--- config.mk ---
export PLATFORM = sky130hd
export DESIGN_NAME = lookupStage
export DESIGN_NICKNAME = d
export VERILOG_FILES = /design/src/dcachePkg.sv /design/src/lookupStage.sv
export SDC_FILE = /design/constraint.sdc
export NUM_CORES = 1
export LEC_CHECK = 0
export ABC_AREA = 1
export BUFFER_PORTS_ARGS = -buffer_cell sky130_fd_sc_hd__buf_2
export CORE_AREA = 4 4 725 727
export DETAILED_ROUTE_END_ITERATION = 8
export DIE_AREA = 0 0 729 731
export MAX_ROUTING_LAYER = met4
export PLACE_DENSITY = 0.3
export SLEW_MARGIN = 20
export SYNTH_ARGS = -nofsm -noshare
export SYNTH_HDL_FRONTEND = slang
export SYNTH_SLANG_ARGS = --single-unit
export TNS_END_PERCENT = 100
--- constraint.sdc ---
create_clock -name Clk -period 2.4 [get_ports Clk]
set_input_delay 0.48 -clock Clk [delete_from_list [all_inputs] [get_ports Clk]]
set_output_delay 0.48 -clock Clk [all_outputs]
set_load 0.03 [all_outputs]
--- src/dcachePkg.sv ---
package dcachePkg;

    localparam int NumWays    = 4;
    localparam int IndexBits  = 7;
    localparam int OffsetBits = 5;
    localparam int TagBits    = 20;
    localparam int WordSel    = 3;   // word number inside a line
    localparam int LineBits   = 256;
    localparam int PtrBits    = 3;
    localparam int NumSets    = 1 << IndexBits;
    localparam int DataBits   = 32;

    // stage kind codes
    localparam logic [1:0] KindIdle   = 2'd0;
    localparam logic [1:0] KindLoad   = 2'd1;
    localparam logic [1:0] KindStore  = 2'd2;
    localparam logic [1:0] KindRefill = 2'd3;

    typedef union packed {
        logic [31:0] raw;
        struct packed {
            logic [TagBits-1:0]              tag;
            logic [IndexBits-1:0]            index;
            logic [WordSel-1:0]              word;
            logic [OffsetBits-WordSel-1:0]   byteOff;
        } split;
    } physAddrT;

    typedef logic [NumWays-1:0] wayMaskT;

    typedef struct packed {
        physAddrT              addr;
        logic [DataBits-1:0]   data;   // ignored on loads
        logic [PtrBits-1:0]    ptr;
    } memReqT;

    typedef struct packed {
        physAddrT              lineAddr;
        wayMaskT               way;    // one-hot
        logic [LineBits-1:0]   line;
    } refillT;

    typedef struct packed {
        logic [1:0]            kind;
        memReqT                req;    // refill line address rides in req.addr
        wayMaskT               refWay;
        logic [LineBits-1:0]   refLine;
    } stageT;

    typedef struct packed {
        logic [PtrBits-1:0]    ptr;
        logic [DataBits-1:0]   data;
    } respT;

    typedef struct packed {
        physAddrT              lineAddr;
        wayMaskT               way;
        logic [PtrBits-1:0]    ptr;
    } missT;

    typedef struct packed {
        physAddrT              lineAddr;
        logic [LineBits-1:0]   line;
    } wbT;

endpackage

--- src/lookupStage.sv ---
module lookupStage (
    input  logic                                                    Clk,
    input  logic                                                    rst,
    input  dcachePkg::stageT                                        Stage,
    input  logic [dcachePkg::NumWays-1:0][dcachePkg::TagBits-1:0]   Tags,
    input  dcachePkg::wayMaskT                                      Valids,
    input  logic [dcachePkg::NumWays-1:0][dcachePkg::LineBits-1:0]  Lines,
    input  dcachePkg::wayMaskT                                      Victim,
    input  logic                                                    VictimDirty,
    output logic                                                    HitAble,
    output dcachePkg::wayMaskT                                      HitWay,
    output dcachePkg::wayMaskT                                      StoreWay,
    output logic [dcachePkg::WordSel-1:0]                           StoreWord,
    output logic [dcachePkg::DataBits-1:0]                          StoreData,
    output logic                                                    LoadBack,
    output dcachePkg::respT                                         LoadResp,
    output logic                                                    StoreBack,
    output logic [dcachePkg::PtrBits-1:0]                           StoreBackPtr,
    output logic                                                    MissAble,
    output dcachePkg::missT                                         Miss,
    output logic                                                    WbAble,
    output dcachePkg::wbT                                           Wb
);

    logic                             isAccess;
    logic                             isLoad;
    logic                             isStore;
    dcachePkg::wayMaskT               hitWay;
    logic [dcachePkg::LineBits-1:0]   hitLine;
    logic [dcachePkg::LineBits-1:0]   victimLine;
    logic [dcachePkg::TagBits-1:0]    victimTag;
    logic [dcachePkg::DataBits-1:0]   hitWord;
    logic [7:0]                       wordBase;
    dcachePkg::physAddrT              missAddr;
    dcachePkg::physAddrT              wbAddr;

    assign isLoad   = Stage.kind == dcachePkg::KindLoad;
    assign isStore  = Stage.kind == dcachePkg::KindStore;
    assign isAccess = isLoad || isStore;

    always_comb begin
        hitLine    = '0;
        victimLine = '0;
        victimTag  = '0;
        for (int w = 0; w < dcachePkg::NumWays; w++) begin
            hitWay[w] = isAccess && Valids[w] && Tags[w] == Stage.req.addr.split.tag;
            if (hitWay[w]) begin
                hitLine = hitLine | Lines[w];
            end
            if (Victim[w]) begin
                victimLine = victimLine | Lines[w];
                victimTag  = victimTag | Tags[w];
            end
        end
    end

    assign wordBase = {Stage.req.addr.split.word, 5'd0};
    assign hitWord  = hitLine[wordBase +: dcachePkg::DataBits];

    assign HitAble   = |hitWay;
    assign HitWay    = hitWay;
    assign StoreWay  = isStore ? hitWay : '0;   // write lands at the same edge as the outputs
    assign StoreWord = Stage.req.addr.split.word;
    assign StoreData = Stage.req.data;

    // line addresses, offset cleared
    assign missAddr.raw = {Stage.req.addr.raw[31:dcachePkg::OffsetBits],
                           {dcachePkg::OffsetBits{1'b0}}};
    assign wbAddr.raw   = {victimTag, Stage.req.addr.split.index, {dcachePkg::OffsetBits{1'b0}}};

    always_ff @(posedge Clk) begin
        if (rst) begin
            LoadBack  <= 1'b0;
            StoreBack <= 1'b0;
            MissAble  <= 1'b0;
            WbAble    <= 1'b0;
        end else begin
            LoadBack  <= isLoad && HitAble;
            StoreBack <= isStore && HitAble;
            MissAble  <= isAccess && !HitAble;
            WbAble    <= isAccess && !HitAble && VictimDirty;
        end
    end

    always_ff @(posedge Clk) begin
        LoadResp.ptr  <= Stage.req.ptr;
        LoadResp.data <= hitWord;
        StoreBackPtr  <= Stage.req.ptr;
        Miss.lineAddr <= missAddr;
        Miss.way      <= Victim;
        Miss.ptr      <= Stage.req.ptr;
        Wb.lineAddr   <= wbAddr;
        Wb.line       <= victimLine;
    end

    // refills must never leave one tag in two ways of a set
    assert property (@(posedge Clk) disable iff (rst) $onehot0(hitWay));

endmodule

==> Word-level counts from Yosys, hierarchy flattened <==
Cells that the tools add are included.
{ "classes": {"n_addsub": 0, "n_mul": 0, "n_div": 0, "order_cmp": 0, "n_eq_ne": 6, "n_shift": 1, "mux": 13, "bitwise": 9, "n_reduce_logical": 15} }
{ "op_table": {"columns": ["operator", "count"], "rows": [
  ["$mux W256", 8],
  ["$or A256 B256 Y256", 6],
  ["$shiftx A256 B9 Y32", 1],
  ["$eq A20 B20 Y1", 4],
  ["$mux W20", 4],
  ["$or A20 B20 Y20", 3],
  ["$logic_and A1 B1 Y1", 12],
  ["$mux W4", 1],
  ["$reduce_or A4 Y1", 1],
  ["$eq A2 B1 Y1 const B", 1],
  ["$eq A2 B2 Y1 const B", 1],
  ["$logic_not A1 Y1", 1],
  ["$logic_or A1 B1 Y1", 1]
]} }
{ "totals": {"register_bits": 353, "latch_bits": 0, "mem_bits_rw": 0, "romBits": 0, "wordCells": 54, "mem_count": 0} }

==> Longest topological paths before layout <==
{ "logic_depth": {"depth_word": 12, "depth_mapped": 17} }

==> Least setup slack after synthesis <==
No wires, ideal clock.
{ "synth_path": {"kind": "input port to output port", "from": "in Stage[327] in the netlist's numbering", "to": "out StoreWay[3]", "arrival_time_ns": 2.130, "required_time_ns": 1.920, "slack_ns": -0.210, "stages": 11, "cell_sequence": "inv_1 ha_1 nor2_1 nand2_1 nor2_1 nand2_1 nor2_1 nand3_2 buf_2 buf_6 nor2_1"} }
{ "synth_between": {"elab_chain_cells": 5, "elab_cells_between_ends": 6} }
{ "synth_lines": {"columns": ["element", "line_no", "rtl"], "rows": [
  ["start: declaration", "lookupStage.sv:4", "input dcachePkg::stageT Stage,"],
  ["$eq A2 B1 Y1 or $eq A2 B2 Y1 (tied branches)", "lookupStage.sv:37, lookupStage.sv:38", null],
  ["$logic_or A1 B1 Y1", "lookupStage.sv:39", "assign isAccess = isLoad || isStore;"],
  ["$logic_and A1 B1 Y1 (2 in series)", "lookupStage.sv:46", "hitWay[w] = isAccess && Valids[w] && Tags[w] == Stage.req.addr.split.tag;"],
  ["$mux W4 *", "lookupStage.sv:62", "assign StoreWay = isStore ? hitWay : '0;"],
  ["end: declaration", "lookupStage.sv:12", "output dcachePkg::wayMaskT StoreWay,"]
]} }
Every way passes the cells marked *; elsewhere a longest branch is shown, timed or not.

==> Worst setup path after layout <==
{ "layout_path": {"from": "in Stage[327] in the netlist's numbering", "to": "out HitWay[3]"} }
{ "layout_between": {"elab_chain_cells": 4, "elab_cells_between_ends": 5} }
{ "layout_lines": {"columns": ["element", "line_no", "rtl"], "rows": [
  ["$eq A2 B1 Y1 or $eq A2 B2 Y1 (tied branches)", "lookupStage.sv:37, lookupStage.sv:38", null],
  ["$logic_or A1 B1 Y1 *", "lookupStage.sv:39", null],
  ["$logic_and A1 B1 Y1 * (2 in series)", "lookupStage.sv:46", null],
  ["end: declaration", "lookupStage.sv:11", "output dcachePkg::wayMaskT HitWay,"]
]} }
Marks and branches as above.

==> summary.md <==
| Metric | Value |
|---|---|
| Status | complete, but fails checks |
| Violated checks | setup timing |
| Post-place setup slack | -1.83 ns |
| Final setup vio count | 30 |
| DR vias/cell | 2.99 |
| Async SR Flop Fraction | 0% |
| Boundary pin count | 1857 |
| Final #Nets | 8441 |
| # port buffers | 1520 |
| Placed insts | 13381 |
| P_leak | 27.0 nW |
| VDD IR max | 0.402 mV |
| Core Util, Final | 11.2% |
| Crit path max-delay family | buffers and inverters |
| Root buf cell | clkbuf_16 |
| Total Routing Usage GR | 17.2% |
| Die area | 533000 sq um |
| Clock buffer depth | 4 |
| Post-Place Cell Area | 47400 sq um |
| Worst-path cell chain | buf_8 -> inv_4 -> ha_4 -> nor2_4 -> nand2_2 -> nor2_4 -> nand2_2 -> nor2_4 -> nand3_4 -> buf_12 -> inv_16 -> buf_12 -> buf_8 -> buf_8 |
| Fin worst setup slack | -0.240 ns |
| Worst rel slew slack | 42.0% |
| Layout area overhead | 125% |
| Area leader, netlist | dfxtp_1 |
| Layout Cells excl Fill | 14199 |
| Global-route wire length before repair | 554 mm |
| TNS Setup | -2.88 ns |
| Fin area | 58200 sq um |
| Detailed Routing Iterations Pass 1 | 6 |
| Worst Hold Depth | 2 |
| Synthesized area per cell | 5.50 sq um |
| Yosys warns | 0 |
| Congestion Overflow GR | 0 |
| Clock transition at path regs | 0.05 ns |
| Pwr Density | 483 nW/um^2 |
| H-tree Lvls | 3 |
| Sequential-to-total area share from yosys stat | 26.8% |
| Routed vias | 42461 |
| Post-layout min period | 2.64 ns |
| Die X | 729 microns |
| Synthesized area | 25800 sq um |
| CP startpoint kind | input port |
| Top cells by count, synth | nor2_1, inv_1, nand2_1, nand3_1 |
| Final Hold Fails | 0 |
| Worst Path Required | 1.92 ns |
| Final Power | 28.1 mW |
| Vias in the first global route | 42843 |
| Crit Path Category | input port to output pin |
| Detailed-route DRC error count | 0 |
| Number of synthesized register bits | 346 |
| Bufs and invs on worst path | 7 |
| Minimum hold slack | 0.0754 ns |
| DR iter-0 viols | 2685 |
| Hold crit path type | input port to register |
| Dpl hpwl | 403 mm |
| Wire per inst | 33.0 microns |
| CTS tree | yes |
| Unique masters post-synth | 27 |
| Pin count of the biggest net entering global routing | 68 |
| Starting Density | 4.98% |
| Initial antenna violation count | 320 |
| Max cap viols | 0 |
| Core Region | 520000 sq um |
| Most common cell in the netlist | nor2_1 |
| Die Y | 731 microns |
| CP Max Fanout | 5 |
| Post-Syn Instances | 4698 |
| Routability cong. | 0.903 |
| Ys flop type | dfxtp_1 |
| Row count | 265 |
| Crit. End Element | output pin |
| Antenna viol nets, final | 0 |
| Post-synth top area share | 26.8% |
| Top post-synthesis cells by area | dfxtp_1, nor2_1, inv_1 |
| Ratio of final minimum period to clock period | 110% |
| Hold path startpoint | Lines[962] |
| WHS Endpoint | Wb[194] |
| Max-slew violations | 0 |
| RSZ-0062 raised after global routing | true |
| Worst path max stage delay | 0.28 ns |
| Fmax | 0.379 GHz |
| CTS Buf Count | 75 |
| Num Clock Sinks | 346 |
| WL final | 469 mm |
| Slew @ Worst Pin | 0.861 ns |
| Slowest CP cell | ha_4 |
| Share of cells above drive strength 1 | 37.8% |
| Number of synthesized flops with an enable pin | 0 |
| Critical path arrival | 2.16 ns |
worst max-delay path by stage:
stage,slack (ns),startpoint,to,cells after the start
2_1_floorplan,0.02,Stage[327],StoreWay[3],11
3_3_place_gp,-1.91,Stage[327],LoadResp[16],18
3_5_place_dp,-1.83,Stage[327],LoadResp[16],18
4_1_cts,-0.28,Stage[328],HitWay[0],12
5_1_grt,-0.31,Stage[327],HitWay[3],14
6_report,-0.24,Stage[327],HitWay[3],14
cell type report:
class | count | area (sq um)
fillers | 61176 | 461000
repair buffers | 2548 | 20100
multi-input cells | 3211 | 16300
well taps | 6942 | 8690
flip-flops and latches | 346 | 6930
inverters | 813 | 3150
clock buffers | 93 | 2060
diodes | 213 | 533
clock inverters | 33 | 508
metal layers:
metal,global-route usage (%),wire (microns),vias up
met3,7.47,50300,572
li1,-,-,19530
met4,3.69,14900,0
met5,-,0,-
met2,28.8,221000,2097
met1,18.8,183000,20262
what timing repair did:
| action | CTS | global route |
|---|---|---|
| pin swaps | 44 | 120 |
| cloned | 10 | 11 |
| endpoints found under the hold margin | 217 | 0 |
| hold buffers | 379 | 0 |
| buffers inserted | 68 | 37 |
| gates resized for setup | 320 | 275 |
| endpoints found under the setup margin | 49 | 41 |
report_power, final:
group / switching [mW] / total (mW) / internal [mW]
Combinational: 6.49 / 9.63 / 3.14
Sequential: 0.204 / 6.46 / 6.25
Clock: 4.69 / 12.0 / 7.33
flip-flops by register name, indices dropped and copies added, names as in the netlist:
register,flops
StoreBack,1
Miss,27
LoadBack,1
Wb,283
LoadResp,32
WbAble,1
MissAble,1
placed cells by master, fill, tap and decap left out, types with 220 or more instances in the layout:
| master | instances |
|---|---|
| buf_2 | 1495 |
| nor2_1 | 1056 |
| inv_1 | 780 |
| nand2_1 | 771 |
| dlygate4sd3_1 | 379 |
| buf_4 | 346 |
| o21ai_0 | 345 |
| dfxtp_1 | 344 |
| a21oi_1 | 283 |
| buf_12 | 224 |
| nand3_1 | 220 |
logic make-up after synthesis:
logic type / synth area share [%]
fa+ha+maj: 0.0968
compound gates: 17.5
buf+inv: 18.4
simple gates: 37.1
xor+xnor: 0.136
flops: 26.8
other cells: 0.0145
Power figures use the tool's default switching activity.
