`config.mk`:
```
export PLATFORM = sky130hd
export DESIGN_NAME = ageReplacer
export DESIGN_NICKNAME = d
export VERILOG_FILES = /design/src/dcachePkg.sv /design/src/ageReplacer.sv
export SDC_FILE = /design/constraint.sdc
export NUM_CORES = 2
export LEC_CHECK = 0
export BUFFER_PORTS_ARGS = -buffer_cell sky130_fd_sc_hd__buf_2
export CAP_MARGIN = 20
export CORE_ASPECT_RATIO = 0.5
export CORE_UTILIZATION = 50
export DETAILED_ROUTE_END_ITERATION = 12
export PLACE_DENSITY = 0.68
export SYNTH_ARGS = -nofsm -noshare
export SYNTH_HDL_FRONTEND = slang
export SYNTH_SLANG_ARGS = --single-unit
```
`constraint.sdc`:
```
create_clock -name Clk -period 48.7 [get_ports Clk]
set_clock_uncertainty 0.05 [all_clocks]
set_input_delay 14.61 -clock Clk [delete_from_list [all_inputs] [get_ports Clk]]
set_output_delay 14.61 -clock Clk [all_outputs]
set_load 0.05 [all_outputs]
```
`src/dcachePkg.sv`:
```
package dcachePkg;

    localparam int NumWays    = 4;
    localparam int IndexBits  = 7;
    localparam int OffsetBits = 5;
    localparam int TagBits    = 20;
    localparam int WordSel    = 3;   // word number inside a line
    localparam int LineBits   = 256;
    localparam int PtrBits    = 3;
    localparam int NumSets    = 1 << IndexBits;
    localparam int DataBits   = 32;

    // stage kind codes
    localparam logic [1:0] KindIdle   = 2'd0;
    localparam logic [1:0] KindLoad   = 2'd1;
    localparam logic [1:0] KindStore  = 2'd2;
    localparam logic [1:0] KindRefill = 2'd3;

    typedef union packed {
        logic [31:0] raw;
        struct packed {
            logic [TagBits-1:0]              tag;
            logic [IndexBits-1:0]            index;
            logic [WordSel-1:0]              word;
            logic [OffsetBits-WordSel-1:0]   byteOff;
        } split;
    } physAddrT;

    typedef logic [NumWays-1:0] wayMaskT;

    typedef struct packed {
        physAddrT              addr;
        logic [DataBits-1:0]   data;   // ignored on loads
        logic [PtrBits-1:0]    ptr;
    } memReqT;

    typedef struct packed {
        physAddrT              lineAddr;
        wayMaskT               way;    // one-hot
        logic [LineBits-1:0]   line;
    } refillT;

    typedef struct packed {
        logic [1:0]            kind;
        memReqT                req;    // refill line address rides in req.addr
        wayMaskT               refWay;
        logic [LineBits-1:0]   refLine;
    } stageT;

    typedef struct packed {
        logic [PtrBits-1:0]    ptr;
        logic [DataBits-1:0]   data;
    } respT;

    typedef struct packed {
        physAddrT              lineAddr;
        wayMaskT               way;
        logic [PtrBits-1:0]    ptr;
    } missT;

    typedef struct packed {
        physAddrT              lineAddr;
        logic [LineBits-1:0]   line;
    } wbT;

endpackage

```
`src/ageReplacer.sv`:
```
module ageReplacer #(
    parameter int AgeBits = 3
) (
    input  logic               Clk,
    input  logic               rst,
    input  dcachePkg::stageT   Stage,
    input  logic               HitAble,
    input  dcachePkg::wayMaskT HitWay,
    input  dcachePkg::wayMaskT Valids,
    output dcachePkg::wayMaskT Victim,
    output logic               VictimDirty
);

    localparam int WayIdxBits = $clog2(dcachePkg::NumWays);

    logic [AgeBits-1:0]  ageMem   [dcachePkg::NumSets][dcachePkg::NumWays];
    dcachePkg::wayMaskT  dirtyMem [dcachePkg::NumSets];

    logic [dcachePkg::IndexBits-1:0] idx;
    logic                            isRefill;
    logic                            useAble;
    dcachePkg::wayMaskT              useWay;
    logic [AgeBits-1:0]              bestAge;
    logic [WayIdxBits-1:0]           bestWay;
    logic [WayIdxBits-1:0]           freeWay;
    logic                            anyFree;

    assign idx      = Stage.req.addr.split.index;
    assign isRefill = Stage.kind == dcachePkg::KindRefill;
    assign useAble  = HitAble || isRefill;
    assign useWay   = isRefill ? Stage.refWay : HitWay;

    always_ff @(posedge Clk) begin
        if (rst) begin
            for (int s = 0; s < dcachePkg::NumSets; s++) begin
                dirtyMem[s] <= '0;
                for (int w = 0; w < dcachePkg::NumWays; w++) begin
                    ageMem[s][w] <= '0;
                end
            end
        end else begin
            if (useAble) begin
                for (int w = 0; w < dcachePkg::NumWays; w++) begin
                    if (useWay[w]) begin
                        ageMem[idx][w] <= '0;
                    end else if (ageMem[idx][w] != '1) begin
                        ageMem[idx][w] <= ageMem[idx][w] + 1'b1; // saturates at all ones
                    end
                end
            end
            if (isRefill) begin
                dirtyMem[idx] <= dirtyMem[idx] & ~Stage.refWay;
            end else if (HitAble && Stage.kind == dcachePkg::KindStore) begin
                dirtyMem[idx] <= dirtyMem[idx] | HitWay;
            end
        end
    end

    // oldest way, strict compare keeps the lowest on a tie
    always_comb begin
        bestAge = ageMem[idx][0];
        bestWay = '0;
        for (int w = 1; w < dcachePkg::NumWays; w++) begin
            if (ageMem[idx][w] > bestAge) begin
                bestAge = ageMem[idx][w];
                bestWay = WayIdxBits'(w);
            end
        end
    end

    always_comb begin
        freeWay = '0;
        for (int w = dcachePkg::NumWays - 1; w >= 0; w--) begin
            if (!Valids[w]) begin
                freeWay = WayIdxBits'(w);
            end
        end
    end

    assign anyFree     = ~&Valids;
    assign Victim      = dcachePkg::wayMaskT'(1) << (anyFree ? freeWay : bestWay);
    assign VictimDirty = |(dirtyMem[idx] & Victim);

endmodule

```
# ---- Word-level counts from Yosys, hierarchy flattened
# Memories as Yosys holds them, arrays and structs flattened.
# Cells that the tools add are included.
dict set report totals {
  ff_bits 0
  ramBits 2048
  out_inout_bits 5
  word_cells 98
  mem_count 2
}
# memory depth width rd rd_ports_with_merged_regs write_ports line_no
set memory_table {}
lappend memory_table {ageMem 128 12 1 0 128 ageReplacer.sv:16} ;# logic [AgeBits-1:0] ageMem [dcachePkg::NumSets][dcachePkg::NumWays];
lappend memory_table {dirtyMem 128 4 1 0 128 ageReplacer.sv:17} ;# dcachePkg::wayMaskT dirtyMem [dcachePkg::NumSets];
dict set report classes {
  addsub 4
  n_lt_le_gt_ge 3
  n_eq_ne 6
  shifts 1
  muxes 67
  bitwise 9
  reduce_logical 6
}
# operator count
set op_table {}
lappend op_table {{two-way mux 1 bit} 47}
lappend op_table {{two-way mux 3 bit} 6}
lappend op_table {{two-way mux 4 bit} 4}
lappend op_table {{two-way mux 2 bit} 7}
lappend op_table {{two-way mux 7 bit} 2}
lappend op_table {{adder 3 x 1 -> 3 bit, second input constant} 4}
lappend op_table {{two-way mux 12 bit} 1}
lappend op_table {{inequality test 3 bit, second input constant} 4}
lappend op_table {{OR reduction 12 bit} 1}
lappend op_table {{greater-than comparator 3 bit} 3}
lappend op_table {{AND 4 bit} 2}
lappend op_table {{OR reduction 4 bit} 2}
lappend op_table {{bitwise OR 1 bit} 5}
lappend op_table {{equality test 2 bit, second input constant} 2}
lappend op_table {{NOT 4 bit} 1}
lappend op_table {{bitwise OR 4 bit} 1}
lappend op_table {{AND reduction 4 bit} 1}
lappend op_table {{left shift 1 x 2 -> 4 bit, first input constant} 1}
lappend op_table {{logical AND 1 bit} 1}
lappend op_table {{logical OR 1 bit} 1}

# ---- Logic depth before layout (Yosys ltp)
# An unclocked memory read counts as a cell.
dict set report depth {
  ltp_word 11
  mapped_depth 34
}

# ---- Worst setup path after synthesis
# No wires, ideal clock.
dict set report synth_timing {
  path_type {input port to output port}
  startpoint {in Stage[300] (netlist bit)}
  endpoint {out VictimDirty}
  arrival_time_ns 22.428
  required_time_ns 34.040
  slack_ns 11.612
  cell_stages 32
  n_path_buf 7
  path_cell_list {buf_4 > buf_6 > buf_4 > buf_4 > buf_6 > buf_4 > buf_2 > mux4_2 > a22oi_1 > nand3_1 > a221oi_1 > mux2i_1 > ha_1 > nor2b_1 > o21ai_0 > a32oi_1 > mux2i_1 > mux2i_1 > ha_1 > nor2b_1 > o21a_1 > o21ai_0 > nor4b_1 > a21o_1 > ha_1 > nor2b_1 > o21a_1 > o21ai_0 > nand2_1 > and4_1 > nor2b_1 > nor4_1}
}
dict set report synth_via {
  elab_chain_cells 11
  elab_cells_between_ends 14
  cone_classes {order compare: 3; shift: 1; mux: 6; bitwise: 1; reduce/logical: 1; memory: 2}
}
# element line_no
set synth_lines {}
lappend synth_lines {{start, declared} ageReplacer.sv:6} ;# input dcachePkg::stageT Stage,
lappend synth_lines {{memory (128 x 12 bit) *} n/a}
lappend synth_lines {{greater-than comparator 3 bit} ageReplacer.sv:64} ;# if (ageMem[idx][w] > bestAge) begin
lappend synth_lines {{two-way mux 3 bit} ageReplacer.sv:64}
lappend synth_lines {{greater-than comparator 3 bit} ageReplacer.sv:64}
lappend synth_lines {{two-way mux 3 bit} ageReplacer.sv:64}
lappend synth_lines {{greater-than comparator 3 bit} ageReplacer.sv:64}
lappend synth_lines {{two-way mux 2 bit *} ageReplacer.sv:64}
lappend synth_lines {{two-way mux 2 bit *} ageReplacer.sv:81} ;# assign Victim = dcachePkg::wayMaskT'(1) << (anyFree ? freeWay : bestWay);
lappend synth_lines {{left shift 1 x 2 -> 4 bit *} ageReplacer.sv:81}
lappend synth_lines {{named net Victim[3]} ageReplacer.sv:10} ;# output dcachePkg::wayMaskT Victim,
lappend synth_lines {{AND 4 bit *} ageReplacer.sv:82} ;# assign VictimDirty = |(dirtyMem[idx] & Victim);
lappend synth_lines {{OR reduction 4 bit *} ageReplacer.sv:82}
lappend synth_lines {{end, declared} ageReplacer.sv:11} ;# output logic VictimDirty
# Mark *: on every way through the listed nets, which the timed path passes. The rest lies on a longest branch.

# ---- Worst setup path in the final report
dict set report layout_timing {
  startpoint {in Stage[301] (netlist bit)}
  endpoint {out VictimDirty}
}
dict set report layout_via {
  elab_chain_cells 11
  elab_cells_between_ends 14
  cone_classes {order compare: 3; shift: 1; mux: 6; bitwise: 1; reduce/logical: 1; memory: 2}
}
# element line_no
set layout_lines {}
lappend layout_lines {{memory (128 x 12 bit)} n/a}
lappend layout_lines {{greater-than comparator 3 bit} ageReplacer.sv:64}
lappend layout_lines {{two-way mux 3 bit} ageReplacer.sv:64}
lappend layout_lines {{greater-than comparator 3 bit} ageReplacer.sv:64}
lappend layout_lines {{two-way mux 3 bit} ageReplacer.sv:64}
lappend layout_lines {{greater-than comparator 3 bit} ageReplacer.sv:64}
lappend layout_lines {{two-way mux 2 bit} ageReplacer.sv:64}
lappend layout_lines {{two-way mux 2 bit} ageReplacer.sv:81}
lappend layout_lines {{left shift 1 x 2 -> 4 bit} ageReplacer.sv:81}
lappend layout_lines {{AND 4 bit *} ageReplacer.sv:82}
lappend layout_lines {{OR reduction 4 bit *} ageReplacer.sv:82}
# Mark *: on every way between the ends. The rest lies on a longest branch, timed or not.

==> impl_metrics.ini <==
[timing]
slew_headroom_pct = 14.2
rsz0062_at_grt = false
report.final.slew_viol_count = 0
setup_viol = 0
finalCritPeriodShare_pct = 81.0
finalSetupTns_ns = 0
hold_violations = 0
fin_crit_ns = 39.47
worst_pin_slew_ns = 1.28
max_freq_mhz = 25.3

[final_layout]
area_growth_pct = 6.71
layout_commonest_cell = edfxtp_1
finalNonFillerCells = 9850
multi_input_area_um2 = 33100
mostFrequentLayoutCells = edfxtp_1, nor3_1, o21bai_1, nand2_1, mux4_2
final-seq-area_um2 = 61500
drive_gt1_share_pct = 14.7
nets = 7434
fin_area_um2 = 106000
num-fill-cells = 16222

[die]
rows = 115
boundaryPins = 345
chipHeight_um = 317
die-width_um = 632
fp.dieArea_um2 = 200000
core_um2 = 197000
start_util_pct = 50.4

[drt]
ant_nets = 0
drt_wl_total_um = 312000
via_per_inst = 7.01
first_pass_iters = 6
vias = 69083
wl_per_cell_um = 31.7
drt_iter0_markers = 11138
drc_errors = 0

[placed_design]
dp.cells = 9513
place_hpwl_um = 191000
port-buffer-count = 28
place_area_um2 = 99900
place.gp.congestion = 0.946

[power_and_ir_drop]
p_leak_nw = 32.1
power.total_mw = 3.90
seqPwrFrac_pct = 51.6
switching_share_pct = 25.8
irDropWorstVdd_mv = 0.0281
p_comb_share_pct = 11.0
pwr-share-clk_pct = 37.5
power.switching_mw = 1.00
power.internal_mw = 2.89
p_per_area_nw_per_um2 = 36.8

[grt]
first_global_vias = 65540
grt_max_degree = 212
grt_pass1_wl_um = 450000
overflow = 0
grt_antenna_before_repair = 17
track_usage_pct = 30.6

[clock_tree]
tritoncts = yes
cts_max_level = 4
cts_max_path_buffers = 4
clock_latency_ns = 0.86
cts_post_setup_buffers_inserted = 0
cts-root-buf = clkbuf_16
clk_pin_slew_ns = 0.06
postCtsHoldBufs = 0
ctsResizeCount = 0
cts_made_buffers = 190
numClockSinks = 2048

[synth]
synth_cell_types = 75
syn_inst = 7753
syn_nets = 8110
ys_seq_area_share_pct = 62.0
synth_top_family_by_area = simple AND/OR/NAND/NOR gates
yosys_warnings = 0
synth_fa_ha_area_share_pct = 0.214
synth_xor_area_share_pct = 0
synth-edff-count = 2048
syn_area_um2 = 99200
synth_compound_area_share_pct = 10.7
syn_area_per_cell_um2 = 12.8
synthSimpleGateAreaFrac_pct = 14.4
synth_ff_type = edfxtp_1
synthMuxAreaShare_pct = 7.84
synth-seq-cells = 2048
synth-async-reset-ratio_pct = 0

[critical_path]
crit_top_cell = buf_4
r2r_setup_slack_ns = 41.05
start_kind = input port
path_class = input port to output port
critPathRequiredTime_ns = 34.04
worst_path_max_delay_cell = o21ai_0
r2r_cells = 17
arrival_ns = 24.81
critPathMaxStageDelay_ns = 0.85
endpoint_kind = output port
crit_fanout = 72

[min_path]
hold_depth = 5
worstHoldPathType = register to register

[status]
status = completed

[run]
cap_violations = 0
## worst max-delay path, delay by kind of cell
| kind | cells | cell delay, ns |
|---|---|---|
| multiplexers | 3 | 0.60 |
| AO/OA/AOI/OAI | 12 | 3.91 |
| AND/OR/NAND/NOR | 9 | 1.47 |
| buffers and inverters | 8 | 2.86 |
| adder cells (fa/ha/maj) | 3 | 1.01 |
## metrics by stage
stage	util, %	setup WS [ns]	hold WS [ns]
3_3_place_gp	50.8	9.47	1.13
3_5_place_dp	50.8	9.42	1.14
5_1_grt	53.8	8.80	1.33
4_1_cts	53.7	9.40	1.16
6_report	53.8	9.23	1.17
2_1_floorplan	-	11.61	0.801
## final timing paths
path | from | endpoint
worst max-delay path | Stage[301] | VictimDirty
worst min-delay path | ageMem[29][0] | ageMem[3][0]
worst max register to register | ageMem[50][0] | ageMem[94][0]
worst min register to register | ageMem[29][0] | ageMem[3][0]
## per-layer routing
metal,GRT usage [%],vias up,routed length (µm)
li1,-,28907,-
met1,41.7,34669,116000
met2,45.7,4721,137000
met3,10.0,764,45900
met4,12.0,22,13300
met5,0,-,159
## kinds of logic (layout without fill, tap and decap cells)
group | count (synthesis) | in the layout
AND/OR/NAND/NOR | 2694 | 2694
flip-flops | 2048 | 2048
AO/OA/AOI/OAI | 1412 | 1412
buffers and inverters | 1134 | 593
multiplexers | 448 | 448
adder cells (fa/ha/maj) | 17 | 17
other | 0 | 6
## cell type report
class                   instances  share of cell area, %
clock buffers                 235                   4.73
well taps                    2632                   3.11
repair buffers                241                   1.90
multi-input cells            4571                   31.3
inverters                      25                 0.0946
flip-flops and latches       2048                   58.1
clock inverters                92                  0.725
diodes                          6                 0.0142
## state kept, by name, indices dropped and copies added, names as in the netlist
name	cells
ageMem	1536
dirtyMem	512
## synth_stat cells, types with 10 or more instances
library cell / count / share of area (%)
o21ai_0: 67 / 0.34
nand3b_1: 15 / 0.11
buf_6: 27 / 0.31
a221oi_1: 146 / 1.3
o221ai_1: 23 / 0.20
mux2i_1: 118 / 1.2
nor2b_1: 19 / 0.12
a31oi_1: 20 / 0.13
mux2_2: 74 / 0.84
buf_2: 185 / 0.93
nor2_1: 230 / 0.87
nor4_2: 61 / 0.77
nand4_1: 10 / 0.063
a222oi_1: 15 / 0.15
ha_1: 17 / 0.21
o21bai_1: 606 / 4.6
o21a_1: 11 / 0.083
nand3_1: 108 / 0.55
edfxtp_1: 2048 / 62
nor3_1: 1690 / 8.5
a221o_1: 24 / 0.24
buf_1: 45 / 0.17
a21bo_2: 10 / 0.10
a21oi_1: 103 / 0.52
inv_1: 23 / 0.087
clkbuf_1: 807 / 3.1
a211oi_1: 11 / 0.083
mux4_2: 255 / 5.8
nand2_1: 283 / 1.1
buf_4: 45 / 0.34
o22ai_1: 56 / 0.35
nand2b_1: 37 / 0.23
a22o_1: 45 / 0.40
a22oi_1: 173 / 1.3
nor4_1: 72 / 0.45
nor3_2: 120 / 1.2
## power by group through the flow
| stage | Clock [mW] | Combinational [mW] | Sequential (mW) |
|---|---|---|---|
| 3_3_place_gp | 0 | 0.404 | 2.05 |
| 3_5_place_dp | 0 | 0.408 | 2.05 |
| 4_1_cts | 1.46 | 0.409 | 2.01 |
| 6_report | 1.46 | 0.427 | 2.01 |
| 5_1_grt | 1.53 | 0.437 | 2.02 |
| 2_1_floorplan | 0 | 0.267 | 2.04 |
(Power assumes the default switching activity.)
